**src/hdl/lsu_fifo.sv**
```systemverilog
// Circular buffer with type-parameterized payload; DEPTH must be at least 2, no push when full unless popping
module lsu_fifo #(
    parameter int  DEPTH = 4,               // Number of entries
    parameter type T     = logic            // Payload type
) (
    input  logic clk,
    input  logic rst_n,
    input  logic push_i,                    // Write data_i at tail
    input  T     data_i,
    input  logic pop_i,                     // Drop head entry
    output T     data_o,                    // Head entry
    output logic full_o,
    output logic empty_o
);

    localparam int PTR_W = $clog2(DEPTH);
    localparam int CNT_W = $clog2(DEPTH + 1);

    // ----------------------------------------------------------
    // Storage and pointers
    // ----------------------------------------------------------
    T                 mem [DEPTH];          // Payload array
    logic [PTR_W-1:0] wr_ptr;
    logic [PTR_W-1:0] rd_ptr;
    logic [CNT_W-1:0] count;                // Occupied entries

    // Pointer advance with wrap, DEPTH need not be a power of two
    function automatic logic [PTR_W-1:0] ptr_inc(input logic [PTR_W-1:0] p);
        if (p == PTR_W'(DEPTH - 1)) begin
            return '0;
        end
        return p + 1'b1;
    endfunction

    always_ff @(posedge clk or negedge rst_n) begin
        if (!rst_n) begin
            wr_ptr <= '0;
            rd_ptr <= '0;
            count  <= '0;
        end else begin
            if (push_i) wr_ptr <= ptr_inc(wr_ptr);
            if (pop_i)  rd_ptr <= ptr_inc(rd_ptr);
            // Occupancy, simultaneous push and pop cancel
            if (push_i && !pop_i) begin
                count <= count + 1'b1;
            end else if (pop_i && !push_i) begin
                count <= count - 1'b1;
            end
        end
    end

    // Payload write
    always_ff @(posedge clk) begin
        if (push_i) begin
            mem[wr_ptr] <= data_i;          // Head read before overwrite when full
        end
    end

    assign data_o  = mem[rd_ptr];           // Visible the cycle after push
    assign full_o  = (count == CNT_W'(DEPTH));
    assign empty_o = (count == '0);

    // ----------------------------------------------------------
    // Assertions
    // ----------------------------------------------------------
    a_no_overflow : assert property (
        @(posedge clk) disable iff (!rst_n)
        (push_i && full_o) |-> pop_i
    ) else $error("FIFO: push into full queue");

    a_no_underflow : assert property (
        @(posedge clk) disable iff (!rst_n)
        pop_i |-> !empty_o
    ) else $error("FIFO: pop from empty queue");

endmodule : lsu_fifo

```
**config.mk**
```make
export PLATFORM = sky130hd
export DESIGN_NAME = lsu_fifo
export DESIGN_NICKNAME = d
export VERILOG_FILES = /design/src/hdl/lsu_fifo.sv
export SDC_FILE = /design/constraint.sdc
export NUM_CORES = 1
export LEC_CHECK = 0
export BUFFER_PORTS_ARGS = -buffer_cell sky130_fd_sc_hd__clkbuf_2
export CAP_MARGIN = 25
export CORE_AREA = 2 2 39 41
export CTS_CLUSTER_SIZE = 8
export DETAILED_ROUTE_END_ITERATION = 8
export DIE_AREA = 0 0 41 43
export PLACE_DENSITY = 0.59
export SLEW_MARGIN = 20
export SYNTH_ARGS = -nofsm -noshare
export SYNTH_HDL_FRONTEND = slang
export SYNTH_SLANG_ARGS = --single-unit
```
**constraint.sdc**
```tcl
create_clock -name clk -period 4.1 [get_ports clk]
set_clock_uncertainty 0.05 [all_clocks]
set_input_delay 0.205 -clock clk [delete_from_list [all_inputs] [get_ports clk]]
set_output_delay 0.205 -clock clk [all_outputs]
set_load 0.02 [all_outputs]
```
==> Yosys cells after proc, flatten, opt, wreduce, memory -nomap -nowiden <==
Memories as Yosys holds them, arrays and structs flattened.
Index checks and enable logic that the tools add are counted.
{ "totals": {"word_cells": 29, "reg_bits": 7, "output_inout_bits": 3, "mem_bits_rw": 4, "n_memories": 1} }
{ "memory_table": {"columns": ["memory", "words", "width", "read_ports", "rd_ports_with_merged_regs", "wr", "line", "source"], "rows": [
  ["mem", 4, 1, 1, 0, 1, "22", "T mem [DEPTH];"]
]} }
{ "op_classes": {"n_reduce_logical": 6, "mux": 12, "eq_ne": 3, "add_sub_neg": 4} }
{ "op_table": {"columns": ["cell", "count"], "rows": [
  ["$mux W2", 4],
  ["$mux W1", 6],
  ["$mux W3", 2],
  ["$add A2 B1 Y2 const B", 2],
  ["$eq A2 B2 Y1 const B", 2],
  ["$add A3 B1 Y3 const B", 1],
  ["$eq A3 B3 Y1 const B", 1],
  ["$logic_not A3 Y1", 1],
  ["$sub A3 B1 Y3 const B", 1],
  ["$logic_and A1 B1 Y1", 2],
  ["$logic_not A1 Y1", 2],
  ["$reduce_bool A2 Y1", 1]
]} }

==> Logic depth before layout (Yosys ltp) <==
{ "logic_depth": {"depth_word": 4, "mapped_depth": 7, "mapped_depth_nobuf": 7} }

==> Worst setup path after synthesis <==
OpenSTA, ideal clock, no wires.
{ "synth_timing": {"path_kind": "register to register", "start": "register count[0]", "end": "register count[2]", "slack_ps": 2753, "path_stages_with_launch": 5, "path_buffers": 0, "arrival_ps": 1217, "period_less_slack_ps": 1347, "setup_ps": 79, "cell_sequence": "dfrtp_1 > fa_1 > xor2_1 > nor2_1 > xor2_1"} }
{ "synth_via": {"elab_chain_len": 3, "word_cells_on_any_way": 4, "classes_between": "2 x add/sub; 2 x mux"} }
{ "synth_rtl": {"columns": ["element", "line", "source"], "rows": [
  ["from (decl)", "25", "logic [CNT_W-1:0] count;"],
  ["from (signal assigned)", "45", "count <= count + 1'b1;"],
  ["from (signal assigned)", "47", "count <= count - 1'b1;"],
  ["$sub A3 B1 Y3", "47", null],
  ["$mux W3", "46", "end else if (pop_i && !push_i) begin"],
  ["$mux W3 (*)", "44", "if (push_i && !pop_i) begin"]
]} }
Mark *: on every way between the ends. The rest lies on a longest branch, timed or not. The select of a mux whose other input is x is not followed.
A chain may end at the register's enable or synchronous reset.

==> Worst setup path after layout <==
{ "layout_timing": {"start": "register rd_ptr[0]", "end": "output port data_o"} }
{ "layout_via": {"elab_chain_len": 1} }
{ "layout_rtl": {"columns": ["element", "line", "source"], "rows": [
  ["from (decl)", "24", "logic [PTR_W-1:0] rd_ptr;"],
  ["from (signal assigned)", "42", "if (pop_i) rd_ptr <= ptr_inc(rd_ptr);"],
  ["$mem_v2 Z4 W1", null, null],
  ["to (decl)", "11", "output T data_o,"]
]} }
Every way passes these cells.

==> run_summary.xml <==
<?xml version="1.0" encoding="UTF-8"?>
<metrics>
  <group name="critical_path">
    <metric name="worstPathRequired" unit="ps">3850</metric>
    <metric name="critical_path.max_stage_delay" unit="ps">510</metric>
    <metric name="worstSetupStartpointType" unit="">flip-flop</metric>
    <metric name="timing.critical_path.arrival" unit="ps">1350</metric>
    <metric name="crit_type" unit="">flip-flop to output port</metric>
    <metric name="critical_path_fanouts_max" unit="">4</metric>
    <metric name="cell_by_cell_trace_of_the_critical_path" unit="">mux4_2 &gt; clkbuf_2</metric>
    <metric name="critical_path.slowest_cell" unit="">mux4_2</metric>
    <metric name="worst-path-buf-inv" unit="">1</metric>
    <metric name="crit_path_end_kind" unit="">output port</metric>
    <metric name="cp_delay_by_family_top" unit="">multiplexers</metric>
  </group>
  <group name="floorplanning">
    <metric name="row_count" unit="">14</metric>
    <metric name="core_area" unit="um^2">1380</metric>
    <metric name="die_width" unit="um">41</metric>
    <metric name="floorplan.initialDensity" unit="%">40.1</metric>
    <metric name="die_height" unit="um">43</metric>
    <metric name="floorplan.die_area" unit="um^2">1760</metric>
    <metric name="ioPinCount" unit="">8</metric>
  </group>
  <group name="timing">
    <metric name="setup-tns-final" unit="ps">0</metric>
    <metric name="final.hold.worst_slack" unit="ps">113</metric>
    <metric name="timing.final.setup_violations" unit="">0</metric>
    <metric name="max_freq" unit="GHz">0.624</metric>
    <metric name="layout_worst_path_cycle_share" unit="%">39.1</metric>
    <metric name="rsz0062_at_grt" unit="">no</metric>
    <metric name="worst_slew_margin_rel" unit="%">86.2</metric>
    <metric name="min_period" unit="ps">1600</metric>
    <metric name="hold_viol_final" unit="">0</metric>
    <metric name="slew_violations" unit="">0</metric>
    <metric name="worst_slew_pin_slew" unit="ps">207</metric>
  </group>
  <group name="clock_tree">
    <metric name="clock_path_buffers" unit="">2</metric>
    <metric name="post_cts.repair.setup_buffers" unit="">0</metric>
    <metric name="h-tree-depth" unit="">1</metric>
    <metric name="post_cts.resized_instances" unit="">0</metric>
    <metric name="cts_buffers" unit="">3</metric>
    <metric name="tritoncts" unit="">done</metric>
    <metric name="cts_sinks" unit="">11</metric>
    <metric name="worstSkewPairLatency" unit="ps">260</metric>
    <metric name="cts.clk_slew.worst_paths" unit="ps">70</metric>
    <metric name="postCtsHoldBufs" unit="">1</metric>
    <metric name="root_buffer" unit="">clkbuf_4</metric>
  </group>
  <group name="finish">
    <metric name="nFillCells" unit="">132</metric>
    <metric name="nets" unit="">67</metric>
    <metric name="drive_above_1_share" unit="%">25.9</metric>
    <metric name="syn_to_final_growth" unit="%">16.5</metric>
    <metric name="regArea" unit="um^2">295</metric>
    <metric name="area_occupied_by_multi_input_gates" unit="um^2">244</metric>
    <metric name="antenna_cells" unit="">0</metric>
  </group>
  <group name="yosys">
    <metric name="seq_area_frac_synth" unit="%">53.3</metric>
    <metric name="yosysWarningCount" unit="">0</metric>
    <metric name="async_flop_share" unit="%">63.6</metric>
    <metric name="net_count_synth" unit="">54</metric>
    <metric name="postSynthCellCount" unit="">42</metric>
    <metric name="synthTopCellsByArea" unit="">dfrtp_1 (32%), edfxtp_1 (22%), ha_1 (14%), mux2_2 (6.1%), and2_1 (4.5%)</metric>
    <metric name="top_flip_flop_cell_by_instance_count_after_synthesis" unit="">dfrtp_1</metric>
    <metric name="synth_area_leader_cell" unit="">dfrtp_1</metric>
    <metric name="ys_seq_elements" unit="">11</metric>
    <metric name="synth_top_area_share" unit="%">31.6</metric>
    <metric name="yosysUniqueCellTypes" unit="">15</metric>
    <metric name="synth.cell_area" unit="um^2">554</metric>
    <metric name="edff_count_synth" unit="">4</metric>
    <metric name="syn_avg_cell_area" unit="um^2">13.2</metric>
  </group>
  <group name="job">
    <metric name="max_capacitance_violation_count" unit="">0</metric>
  </group>
  <group name="place">
    <metric name="global_placer_s_final_weighted_congestion" unit="">0.690</metric>
    <metric name="port_buffers" unit="">7</metric>
    <metric name="dp_hpwl" unit="um">579</metric>
  </group>
  <group name="drt">
    <metric name="total_number_of_vias" unit="">335</metric>
    <metric name="postRouteWirelength" unit="um">790</metric>
    <metric name="route.detailed.vias_per_inst" unit="">4.79</metric>
    <metric name="post-route-drc-count" unit="">0</metric>
    <metric name="detail_route.first_pass.iterations" unit="">2</metric>
    <metric name="dr.first_iter.drc_count" unit="">4</metric>
    <metric name="route.antenna.remaining_nets" unit="">0</metric>
    <metric name="post_drt_wl_per_cell" unit="um">11.3</metric>
  </group>
  <group name="global_routing">
    <metric name="grt_pass1_vias" unit="">315</metric>
    <metric name="grt_overflow" unit="">0</metric>
    <metric name="grt_antenna_before_repair" unit="">0</metric>
    <metric name="pin_count_of_the_biggest_net_entering_global_routing" unit="">10</metric>
    <metric name="global_route.usage.total" unit="%">11.6</metric>
    <metric name="first_pass_grt_wire_length" unit="um">1280</metric>
  </group>
  <group name="pwr">
    <metric name="cellLeakagePower" unit="nW">0.296</metric>
    <metric name="power.density_cell_area" unit="nW/um^2">643</metric>
    <metric name="irDropWorstVdd" unit="mV">0.256</metric>
  </group>
  <group name="outcome">
    <metric name="run_status" unit="">finished clean</metric>
  </group>
  <group name="min_path">
    <metric name="min_path_type" unit="">primary input to flip-flop</metric>
  </group>
</metrics>
routing by layer:
layer,vias to the layer above,routed length (um),GRT usage [%]
met5,-,0,0
met4,0,11,6.00
met3,2,50,6.28
met2,8,381,18.1
met1,161,347,11.6
li1,164,-,-
worst reg2reg max path, delay by kind of cell, from the launching register on:
family / cells / cell delay, ps
flip-flops: 1 / 430
adder cells (fa/ha/maj): 1 / 440
XOR/XNOR: 2 / 300
AND/OR/NAND/NOR: 1 / 110
cell type report:
| class | count | share of cell area [%] |
|---|---|---|
| Sequential cell | 11 | 45.7 |
| Inverter | 4 | 2.33 |
| Timing Repair Buffer | 8 | 6.98 |
| Multi-Input combinational cell | 27 | 37.8 |
| Clock buffer | 4 | 4.07 |
| Tap cell | 16 | 3.10 |
power by group:
| group | internal [mW] | switching (mW) |
|---|---|---|
| logic | 0.0769 | 0.0706 |
| registers | 0.157 | 0.0385 |
| clock network | 0.0376 | 0.0349 |
| total | 0.271 | 0.144 |
flip-flops by register name (all words and copies together) (netlist names):
signal  count
mem         4
count       3
rd_ptr      2
wr_ptr      2
kinds of logic (layout without fill, tap and decap cells):
| family | count (synthesis) | in the layout | share of synthesized area, % |
|---|---|---|---|
| AOI/OAI and AO/OA | 2 | 2 | 1.81 |
| xor gates and xnor gates | 3 | 3 | 4.74 |
| adders and majority gates | 7 | 7 | 17.2 |
| buffers and inverters | 4 | 16 | 2.71 |
| DFF | 11 | 11 | 53.3 |
| muxes | 4 | 4 | 10.2 |
| and+or+nand+nor | 11 | 11 | 10.2 |
synthesized netlist by cell type (2+ instances only):
library cell and instances:
dfrtp_1 7, edfxtp_1 4, nand2_1 2, xor2_1 2
nor2_1 3, and2_1 4, mux2_2 3, o21ai_0 2
ha_1 6, inv_1 4
stage by stage:
step	total power [mW]	cells	worst slack, ps	instance area, um^2	util, %
finish	0.415	70	2500	646	46.7
global route	0.455	70	2420	646	46.7
CTS	0.423	70	2480	646	46.7
detailed placement	0.347	65	2550	609	44.0
global placement	0.342	65	2570	609	44.0
floorplan	0.307	42	2750	554	-
layout by cell type, fill, tap and decap left out:
master and n:
clkbuf_4 3, edfxtp_1 4, mux4_2 1, xnor2_1 1, ha_1 6, and2_1 4
o21ai_0 2, nor3_1 1, inv_1 4, nor3b_1 1, nand2_1 2, dfrtp_1 7
nor2_1 3, dlygate4sd3_1 1, clkbuf_1 1, fa_1 1, clkbuf_2 7, mux2_2 3
xor2_1 2
final timing paths:
path                                start   endpoint  slack (ps)  cells past startpoint
worst min-delay path               data_i     mem[2]         110                      1
worst max register to register   count[0]   count[2]        2690                      4
worst max-delay path            rd_ptr[0]     data_o        2500                      2
max in group asynchronous           rst_n   count[1]        3560                      2
worst min register to register   count[2]   count[2]         440                      1
min in group asynchronous           rst_n  wr_ptr[1]         260                      2
Power figures use the tool's default switching activity.
