<file path="src/common/lsu_pkg.sv">
// Shared LSU types; XLEN fixed at 32, opcode and exception encodings follow RISC-V numbering
package lsu_pkg;

    // ----------------------------------------------------------
    // Constants
    // ----------------------------------------------------------
    parameter int XLEN = 32;                // Data and address width

    // ----------------------------------------------------------
    // Enumerations
    // ----------------------------------------------------------

    // Load/store opcode, NONE only seen after reset
    typedef enum logic [3:0] {
        LSU_OP_NONE = 4'd0,
        LSU_OP_LB   = 4'd1,                 // Byte, sign-extended
        LSU_OP_LBU  = 4'd2,                 // Byte, zero-extended
        LSU_OP_LH   = 4'd3,                 // Half, sign-extended
        LSU_OP_LHU  = 4'd4,                 // Half, zero-extended
        LSU_OP_LW   = 4'd5,
        LSU_OP_SB   = 4'd6,
        LSU_OP_SH   = 4'd7,
        LSU_OP_SW   = 4'd8
    } lsu_op_e;

    typedef enum logic {
        MEM_CMD_RD = 1'b0,
        MEM_CMD_WR = 1'b1
    } mem_cmd_e;

    typedef enum logic [1:0] {
        MEM_WIDTH_BYTE  = 2'b00,
        MEM_WIDTH_HWORD = 2'b01,
        MEM_WIDTH_WORD  = 2'b10
    } mem_width_e;

    // Response is valid for a single cycle
    typedef enum logic [1:0] {
        MEM_RESP_IDLE   = 2'b00,
        MEM_RESP_RDY_OK = 2'b01,
        MEM_RESP_RDY_ER = 2'b10             // Range fault in the bank
    } mem_resp_e;

    // RISC-V mcause numbering
    typedef enum logic [3:0] {
        EXC_NONE             = 4'd0,
        EXC_LD_ADDR_MISALIGN = 4'd4,
        EXC_LD_ACCESS_FAULT  = 4'd5,
        EXC_ST_ADDR_MISALIGN = 4'd6,
        EXC_ST_ACCESS_FAULT  = 4'd7
    } exc_code_e;

    // ----------------------------------------------------------
    // Packed structs
    // ----------------------------------------------------------
    typedef struct packed {
        lsu_op_e           op;
        logic [XLEN-1:0]   addr;            // Byte address
        logic [XLEN-1:0]   sdata;           // Store data, low bits used
    } lsu_cmd_s;

    typedef struct packed {
        mem_cmd_e          cmd;
        mem_width_e        width;
        logic [XLEN-1:0]   addr;
        logic [XLEN-1:0]   wdata;           // Unshifted, bank aligns lanes
    } dmem_req_s;

    typedef struct packed {
        logic [XLEN-1:0]   ldata;           // Zero for stores and exceptions
        logic              exc;
        exc_code_e         exc_code;
    } lsu_res_s;

endpackage : lsu_pkg
</file>
<file path="src/lsu/lsu_core.sv">
// Load/store unit, one access in flight; head command is held by the queue until popped
module lsu_core
    import lsu_pkg::*;
(
    input  logic      clk,
    input  logic      rst_n,
    // Command queue side
    input  logic      cmd_valid_i,          // Queue not empty
    input  lsu_cmd_s  cmd_i,                // Head command
    output logic      cmd_pop_o,            // Command finished
    // Result queue side
    input  logic      res_full_i,
    output logic      res_push_o,
    output lsu_res_s  res_o,
    // Data memory side
    output logic      dmem_req_o,
    output dmem_req_s dmem_req_s_o,
    input  logic      dmem_ack_i,
    input  mem_resp_e dmem_resp_i,
    input  logic [XLEN-1:0] dmem_rdata_i    // Already lane-shifted
);

    typedef enum logic {
        ST_IDLE = 1'b0,
        ST_BUSY = 1'b1                      // Waiting for memory response
    } state_e;

    state_e     state;
    state_e     state_nxt;
    logic       idle;
    lsu_op_e    op_ff;                      // Opcode of access in flight

    logic       is_load;
    logic       is_store;
    mem_width_e width;
    logic       mslgn;                      // Head misaligned while idle
    logic       mslgn_l;
    logic       mslgn_s;
    logic       exc_push;                   // Misalign result this cycle
    logic       req_acc;                    // Request accepted by bank
    logic       resp_ok;
    logic       resp_er;
    logic       resp_rcvd;
    logic       op_ff_store;

    // ----------------------------------------------------------
    // Decode
    // ----------------------------------------------------------
    always_comb begin
        is_load  = 1'b0;
        is_store = 1'b0;
        width    = MEM_WIDTH_WORD;          // Also covers unknown opcodes
        case (cmd_i.op)
            LSU_OP_LB, LSU_OP_LBU: begin
                is_load = 1'b1;
                width   = MEM_WIDTH_BYTE;
            end
            LSU_OP_LH, LSU_OP_LHU: begin
                is_load = 1'b1;
                width   = MEM_WIDTH_HWORD;
            end
            LSU_OP_LW: is_load = 1'b1;
            LSU_OP_SB: begin
                is_store = 1'b1;
                width    = MEM_WIDTH_BYTE;
            end
            LSU_OP_SH: begin
                is_store = 1'b1;
                width    = MEM_WIDTH_HWORD;
            end
            LSU_OP_SW: is_store = 1'b1;
            default: ;
        endcase
    end

    // Alignment, only meaningful for the head while idle
    assign mslgn   = idle & cmd_valid_i
                   & (((width == MEM_WIDTH_HWORD) & cmd_i.addr[0])
                   |  ((width == MEM_WIDTH_WORD)  & (|cmd_i.addr[1:0])));
    assign mslgn_l = mslgn & is_load;
    assign mslgn_s = mslgn & is_store;

    // ----------------------------------------------------------
    // FSM and opcode register
    // ----------------------------------------------------------
    assign idle      = (state == ST_IDLE);
    assign resp_ok   = (dmem_resp_i == MEM_RESP_RDY_OK);
    assign resp_er   = (dmem_resp_i == MEM_RESP_RDY_ER);
    assign resp_rcvd = resp_ok | resp_er;
    assign req_acc   = dmem_req_o & dmem_ack_i;

    always_comb begin
        state_nxt = state;
        case (state)
            ST_IDLE: if (req_acc)   state_nxt = ST_BUSY;
            ST_BUSY: if (resp_rcvd) state_nxt = ST_IDLE;
            default: state_nxt = ST_IDLE;
        endcase
    end

    always_ff @(posedge clk or negedge rst_n) begin
        if (!rst_n) begin
            state <= ST_IDLE;
            op_ff <= LSU_OP_NONE;
        end else begin
            state <= state_nxt;
            if (req_acc) op_ff <= cmd_i.op; // Latched on acceptance
        end
    end

    assign op_ff_store = (op_ff == LSU_OP_SB) | (op_ff == LSU_OP_SH) | (op_ff == LSU_OP_SW);

    // ----------------------------------------------------------
    // Memory request and result
    // ----------------------------------------------------------
    // Request only when a result slot is guaranteed
    assign dmem_req_o         = idle & cmd_valid_i & ~mslgn & ~res_full_i;
    assign dmem_req_s_o.cmd   = is_store ? MEM_CMD_WR : MEM_CMD_RD;
    assign dmem_req_s_o.width = width;
    assign dmem_req_s_o.addr  = cmd_i.addr;
    assign dmem_req_s_o.wdata = cmd_i.sdata;

    assign exc_push   = (mslgn_l | mslgn_s) & ~res_full_i;
    assign res_push_o = exc_push | resp_rcvd;
    assign cmd_pop_o  = res_push_o;         // Head retires with its result

    always_comb begin
        res_o.exc = resp_er | mslgn_l | mslgn_s;
        // Exception code, response error takes the registered opcode
        if (resp_er) begin
            res_o.exc_code = op_ff_store ? EXC_ST_ACCESS_FAULT : EXC_LD_ACCESS_FAULT;
        end else if (mslgn_l) begin
            res_o.exc_code = EXC_LD_ADDR_MISALIGN;
        end else if (mslgn_s) begin
            res_o.exc_code = EXC_ST_ADDR_MISALIGN;
        end else begin
            res_o.exc_code = EXC_NONE;
        end
        // Load extension
        res_o.ldata = '0;
        if (resp_ok) begin
            case (op_ff)
                LSU_OP_LB:  res_o.ldata = {{24{dmem_rdata_i[7]}}, dmem_rdata_i[7:0]};
                LSU_OP_LBU: res_o.ldata = {24'b0, dmem_rdata_i[7:0]};
                LSU_OP_LH:  res_o.ldata = {{16{dmem_rdata_i[15]}}, dmem_rdata_i[15:0]};
                LSU_OP_LHU: res_o.ldata = {16'b0, dmem_rdata_i[15:0]};
                LSU_OP_LW:  res_o.ldata = dmem_rdata_i;
                default:    res_o.ldata = '0;  // Stores
            endcase
        end
    end

    // ----------------------------------------------------------
    // Assertions
    // ----------------------------------------------------------
    a_no_resp_idle : assert property (
        @(posedge clk) disable iff (!rst_n)
        idle |-> !resp_rcvd
    ) else $error("LSU: memory response while idle");

    a_exc_onehot : assert property (
        @(posedge clk) disable iff (!rst_n)
        $onehot0({resp_er, mslgn_l, mslgn_s})
    ) else $error("LSU: more than one exception source");

    a_req_known : assert property (
        @(posedge clk) disable iff (!rst_n)
        dmem_req_o |-> !$isunknown(dmem_req_s_o)
    ) else $error("LSU: unknown request fields");

endmodule : lsu_core

</file>
<file path="config.mk">
export PLATFORM = sky130hd
export DESIGN_NAME = lsu_core
export DESIGN_NICKNAME = d
export VERILOG_FILES = /design/src/common/lsu_pkg.sv /design/src/lsu/lsu_core.sv
export SDC_FILE = /design/constraint.sdc
export NUM_CORES = 1
export LEC_CHECK = 0
export BUFFER_PORTS_ARGS = -buffer_cell sky130_fd_sc_hd__buf_2
export CAP_MARGIN = 20
export CORE_AREA = 4 4 81 83
export CTS_CLUSTER_DIAMETER = 50
export DETAILED_ROUTE_END_ITERATION = 7
export DIE_AREA = 0 0 85 87
export PLACE_DENSITY = 0.69
export SYNTH_ARGS = -nofsm -noshare
export SYNTH_HDL_FRONTEND = slang
export SYNTH_SLANG_ARGS = --single-unit
</file>
<file path="constraint.sdc">
create_clock -name clk -period 1.7 [get_ports clk]
set_clock_uncertainty 0.2 [all_clocks]
set_input_delay 0.085 -clock clk [delete_from_list [all_inputs] [get_ports clk]]
set_output_delay 0.085 -clock clk [all_outputs]
set_load 0.1 [all_outputs]
</file>
# After elaboration in Yosys (flattened, before gate mapping)

Cells that the tools add are included.

Register bits after elaboration: 5
Logic and storage cells: 61
Input port bits: 107

Eq/ne operators: 20
Reduce and logical (&&, ||, !) cells: 5
Bitwise gates (word level): 21
Multiplexer cells: 13

Operators with widths:

| cell                                                             | number |
|---|---|
| 32-bit case mux with 5 select lines                              | 1 |
| 4-bit by 3-bit == test with 1-bit output (second input constant) | 8 |
| 32-bit 2-to-1 mux                                                | 1 |
| 4-bit by 2-bit == test with 1-bit output (second input constant) | 4 |
| 1-bit bitwise AND                                                | 10 |
| 3-bit 2-to-1 mux                                                 | 3 |
| 3-bit OR reduction                                               | 3 |
| 4-bit by 1-bit == test with 1-bit output (second input constant) | 2 |
| 4-bit == test (second input constant)                            | 2 |
| 1-bit bitwise OR                                                 | 8 |
| 1-bit 2-to-1 mux                                                 | 5 |
| 5-bit OR reduction                                               | 1 |
| 2-bit by 1-bit == test with 1-bit output (second input constant) | 2 |
| 2-bit == test (second input constant)                            | 2 |
| 2-bit case mux with 2 select lines                               | 1 |
| 1-bit inverter                                                   | 3 |
| 2-bit 2-to-1 mux                                                 | 1 |
| 1-bit case mux with 2 select lines                               | 1 |
| 2-bit OR reduction                                               | 1 |

# Depth between registers and ports, before layout

Depth in word-level cells: 13
Mapped depth: 6

# Worst setup path before layout

No wires, ideal clock.

Path kind: input -> output
Start point: in cmd_i[64] (netlist bit)
End point: out res_push_o
Data required time: 1.415 ns
Data arrival time: 3.542 ns
Path buffers: 2
Cell stages on the path: 6
Setup slack: -2.127 ns
Cell sequence: buf_4 nor2b_1 a32oi_1 o21a_1 o31ai_1 buf_4

Longest elaborated chain between the ends: 11
Elaborated cells on any way between the ends: 26
Classes of those cells: 10 x eq/ne; 3 x mux; 9 x bitwise; 4 x reduce/logical

RTL lines:

| element                                                                   | RTL line                       | RTL |
|---|---|---|
| start, declared                                                           | lsu_core.sv:9                  | `input lsu_cmd_s cmd_i,` |
| 4-bit by 3-bit == test with 1-bit output (tied with other cells)          | lsu_core.sv:53                 | `case (cmd_i.op)` |
| 3-bit OR reduction (no source line)                                       | --                             |  |
| 2-bit case mux with 2 select lines                                        | lsu_core.sv:53                 |  |
| 2-bit by 1-bit == test with 1-bit output or 2-bit == test (tied branches) | lsu_core.sv:78, lsu_core.sv:79 |  |
| 1-bit bitwise AND, on equally long branches                               | lsu_core.sv:78, lsu_core.sv:79 |  |
| 1-bit bitwise OR                                                          | lsu_core.sv:79                 | `\| ((width == MEM_WIDTH_WORD) & (\|cmd_i.addr[1:0])));` |
| 1-bit bitwise AND                                                         | lsu_core.sv:78                 | `& (((width == MEM_WIDTH_HWORD) & cmd_i.addr[0])` |
| 1-bit bitwise AND, on equally long branches                               | lsu_core.sv:80, lsu_core.sv:81 |  |
| 1-bit bitwise OR (*)                                                      | lsu_core.sv:123                | `assign exc_push = (mslgn_l \| mslgn_s) & ~res_full_i;` |
| 1-bit bitwise AND (*)                                                     | lsu_core.sv:123                |  |
| 1-bit bitwise OR (*)                                                      | lsu_core.sv:124                | `assign res_push_o = exc_push \| resp_rcvd;` |
| end, declared                                                             | lsu_core.sv:13                 | `output logic res_push_o,` |

Mark *: on every way between the ends. The rest lies on a longest branch, timed or not.

==> flow_summary_export.csv <==
group,metric,value,unit
synth,yosysSeqAreaShare,8.83,%
critical_path,r2r_cells,4,
global_route,overflow,0,
run_status,status,"finished, violations left",
synth,synthArstFlopShare,100,%
synth,ys.flop_type,"dfrtp_1",
final_layout,final_layout_size_suffix_gt1_share,58.0,%
floorplanning,rows,28,
placed_design,dp_hpwl,3780,um
global_route,grt_pass1_wl,8210,um
sta,rsz0062_at_grt,"true",
synth,synth-compound-area-share,19.9,%
cts,clockBufferDepth,2,
synth,synth_top_area_share,36.5,%
floorplanning,num_io_pins,214,
synth,yosys_warnings,0,
routing,routed_wl,5830,um
final_layout,regArea,126,sq um
routing,vias_per_cell,4.42,
flow_run,drv_cap,0,
critical_path,endpoint,"res_o[19]",
critical_path,required,1.41,ns
synth,muxShareOfSynthArea,3.09,%
routing,vias,1657,
floorplanning,start_util,24.2,%
sta,fin_ws,-0.364,ns
synth,synth.distinct_cells,41,
synth,synth_common_cells,"buf_4, nand2_1, a21oi_1",
synth,ys_ff_latch,5,
floorplanning,core_region_area,0.00585,sq mm
sta,holdWs,0.0136,ns
critical_path,start_kind,"register",
synth,avgSynthCellArea,7.12,sq um
synth,synth_edf_count,0,
placed_design,gp_congestion,0.882,
critical_path,critPathSlowestCell,"or4b_4",
final_layout,nets,410,
routing,first_pass_iters,4,
sta,max_freq,0.485,GHz
critical_path,cpPeakStageDelay,0.64,ns
synth,synth_area_leaders,"buf_4, a21oi_1, dfrtp_1, nand2_1, and2_1",
final_layout,area_delta_synth_final,132,%
sta,slew_headroom,31.7,%
power,powerDensity,540,mW/mm^2
critical_path,r2r_setup_slack,0.09,ns
cts,root_buffer,"clkbuf_8",
placed_design,io_buffer_count,88,
critical_path,rr_endpoint,"op_ff[2]",
routing,drc,0,
critical_path,critical_path_arrival,1.78,ns
critical_path,crit_fanout,8,
cts,cts_tree,"yes",
routing,first_iter_violations,26,
critical_path,r2r_start,"state",
sta,hold_viol,0,
run_status,violations,"setup timing",
final_layout,diodes,0,
sta,maxSlewViolCount,0,
critical_path,setup.worst_path.start,"op_ff[3]",
critical_path,crit_chain,"nand2b_4, or4b_4, a21oi_4, buf_12",
routing,wire_per_inst,15.5,um
final_layout,fillers,490,
cts,path_clk_slew,0.03,ns
synth,netlist_area,0.00142,sq mm
synth,synth_largest_area_cell,"buf_4",
global_route,grt_max_degree,17,
synth,synth_adder_area_share,1.77,%
cts,numCtsBuffers,3,
floorplanning,die_area,0.00740,sq mm
power,peakVddDrop,0.383,mV
critical_path,worst_setup_path_end_kind,"output port",
synth,synth_top_family_by_area,"buffers and inverters",
sta,final.min_clock_period,2.06,ns
final_layout,stdcell_count,375,
global_route,grt_pass1_vias,1698,
critical_path,crit_type,"reg2out",
sta,tightest_slew,1.02,ns
synth,synth-xor-area-share,0.618,%
cts,clock_latency,0.22,ns
floorplanning,die_w,85,um
synth,synth.most_common_cell,"buf_4",
worst_hold_path,worstHoldPathType,"in2async",
cts,cts_sinks,5,
final_layout,multi_input_area,0.00112,sq mm
power,cellLeakagePower,1.29,nW
synth,syn_nets,308,
routing,ant_nets,0,
cts,htreeDepth,1,
sta,post-route-period-util,121,%
synth,synthCells,199,
global_route,antenna_found_initial,0,
sta,setup_viol,35,
global_route,track_usage,13.7,%
synth,yosys.area_share.simple,23.3,%
placed_design,placedCellCount,303,
floorplanning,die_y,87,um
## routing by layer
layer	GRT usage (%)	routed length, um
met2	27.9	3380
met3	3.31	549
met4	4.03	81
met1	13.6	1820
met5	0	0
## state kept, by name (all words and copies together) (netlist names)
signal  count
op_ff       4
state       1
## worst max-delay path, delay by kind of cell (launching register included)
| family | cells | cell delay [ns] |
|---|---|---|
| buf+inv | 1 | 0.19 |
| flops | 1 | 0.38 |
| simple gates | 2 | 0.79 |
| compound gates | 1 | 0.20 |
## layout make-up
type                            instances  area share (%)
Multi-Input combinational cell        113            33.9
Sequential cell                         5            3.84
Tap cell                               75            2.85
Timing Repair Buffer                  174            57.6
Inverter                                4           0.456
Clock buffer                            4            1.37
## cells by family after synthesis
logic type	Yosys count
flops	5
buf+inv	81
compound gates	45
fa+ha+maj	2
xor+xnor	1
mux	4
other cells	1
simple gates	60
## metrics by stage
step / instance area [sq um] / TNS (ns) / util [%] / power (mW) / worst slack, ns
floorplan: 1850 / -10.58 / - / 1.29 / -0.413
global placement: 2490 / -1.85 / 42.6 / 0.770 / -0.134
detailed placement: 2490 / -2.79 / 42.6 / 0.783 / -0.169
CTS: 3280 / -9.44 / 56.1 / 1.78 / -0.375
global route: 3290 / -11.39 / 56.3 / 1.84 / -0.403
finish: 3290 / -9.09 / 56.3 / 1.78 / -0.364
## report_power, final
group,switching [mW],internal (mW),leakage (nW)
sequential,0.0283,0.144,0.0579
combinational,1.01,0.382,1.21
clock,0.0570,0.161,0.0228
total,1.09,0.686,1.29
## layout by cell type, fill, tap and decap left out, types with 2 or more instances in the layout
| cell | instances |
|---|---|
| nand2b_1 | 2 |
| buf_12 | 41 |
| nor3b_4 | 2 |
| buf_6 | 5 |
| nand3b_1 | 2 |
| o21bai_2 | 2 |
| o21ai_2 | 2 |
| a21oi_4 | 24 |
| mux2_2 | 3 |
| a21oi_1 | 3 |
| inv_1 | 4 |
| and2_4 | 8 |
| dlygate4sd3_1 | 63 |
| nand2_1 | 28 |
| nor2_1 | 2 |
| a22o_1 | 2 |
| buf_4 | 16 |
| dfrtp_1 | 4 |
| nand2b_4 | 2 |
| clkbuf_8 | 3 |
| nor2_2 | 2 |
| ha_1 | 2 |
| a21o_1 | 2 |
| buf_2 | 48 |
## how the worst min path moves through the flow
stage,to,cells after the start
after floorplan,op_ff[0],0
after global placement,state,1
after detailed placement,op_ff[0],1
final,op_ff[0],2
after global routing,op_ff[3],2
after CTS,op_ff[0],2
## timing repair
item / CTS / global route
resized for setup: 22 / 3
buffers inserted: 5 / 1
cloned: 1 / 0
pin swaps: 14 / 1
hold buffers: 63 / 0
hold endpoints to repair: 67 / 0
endpoints found under the setup margin: 35 / 37
Note: power is estimated with default switching activity, not from simulation.
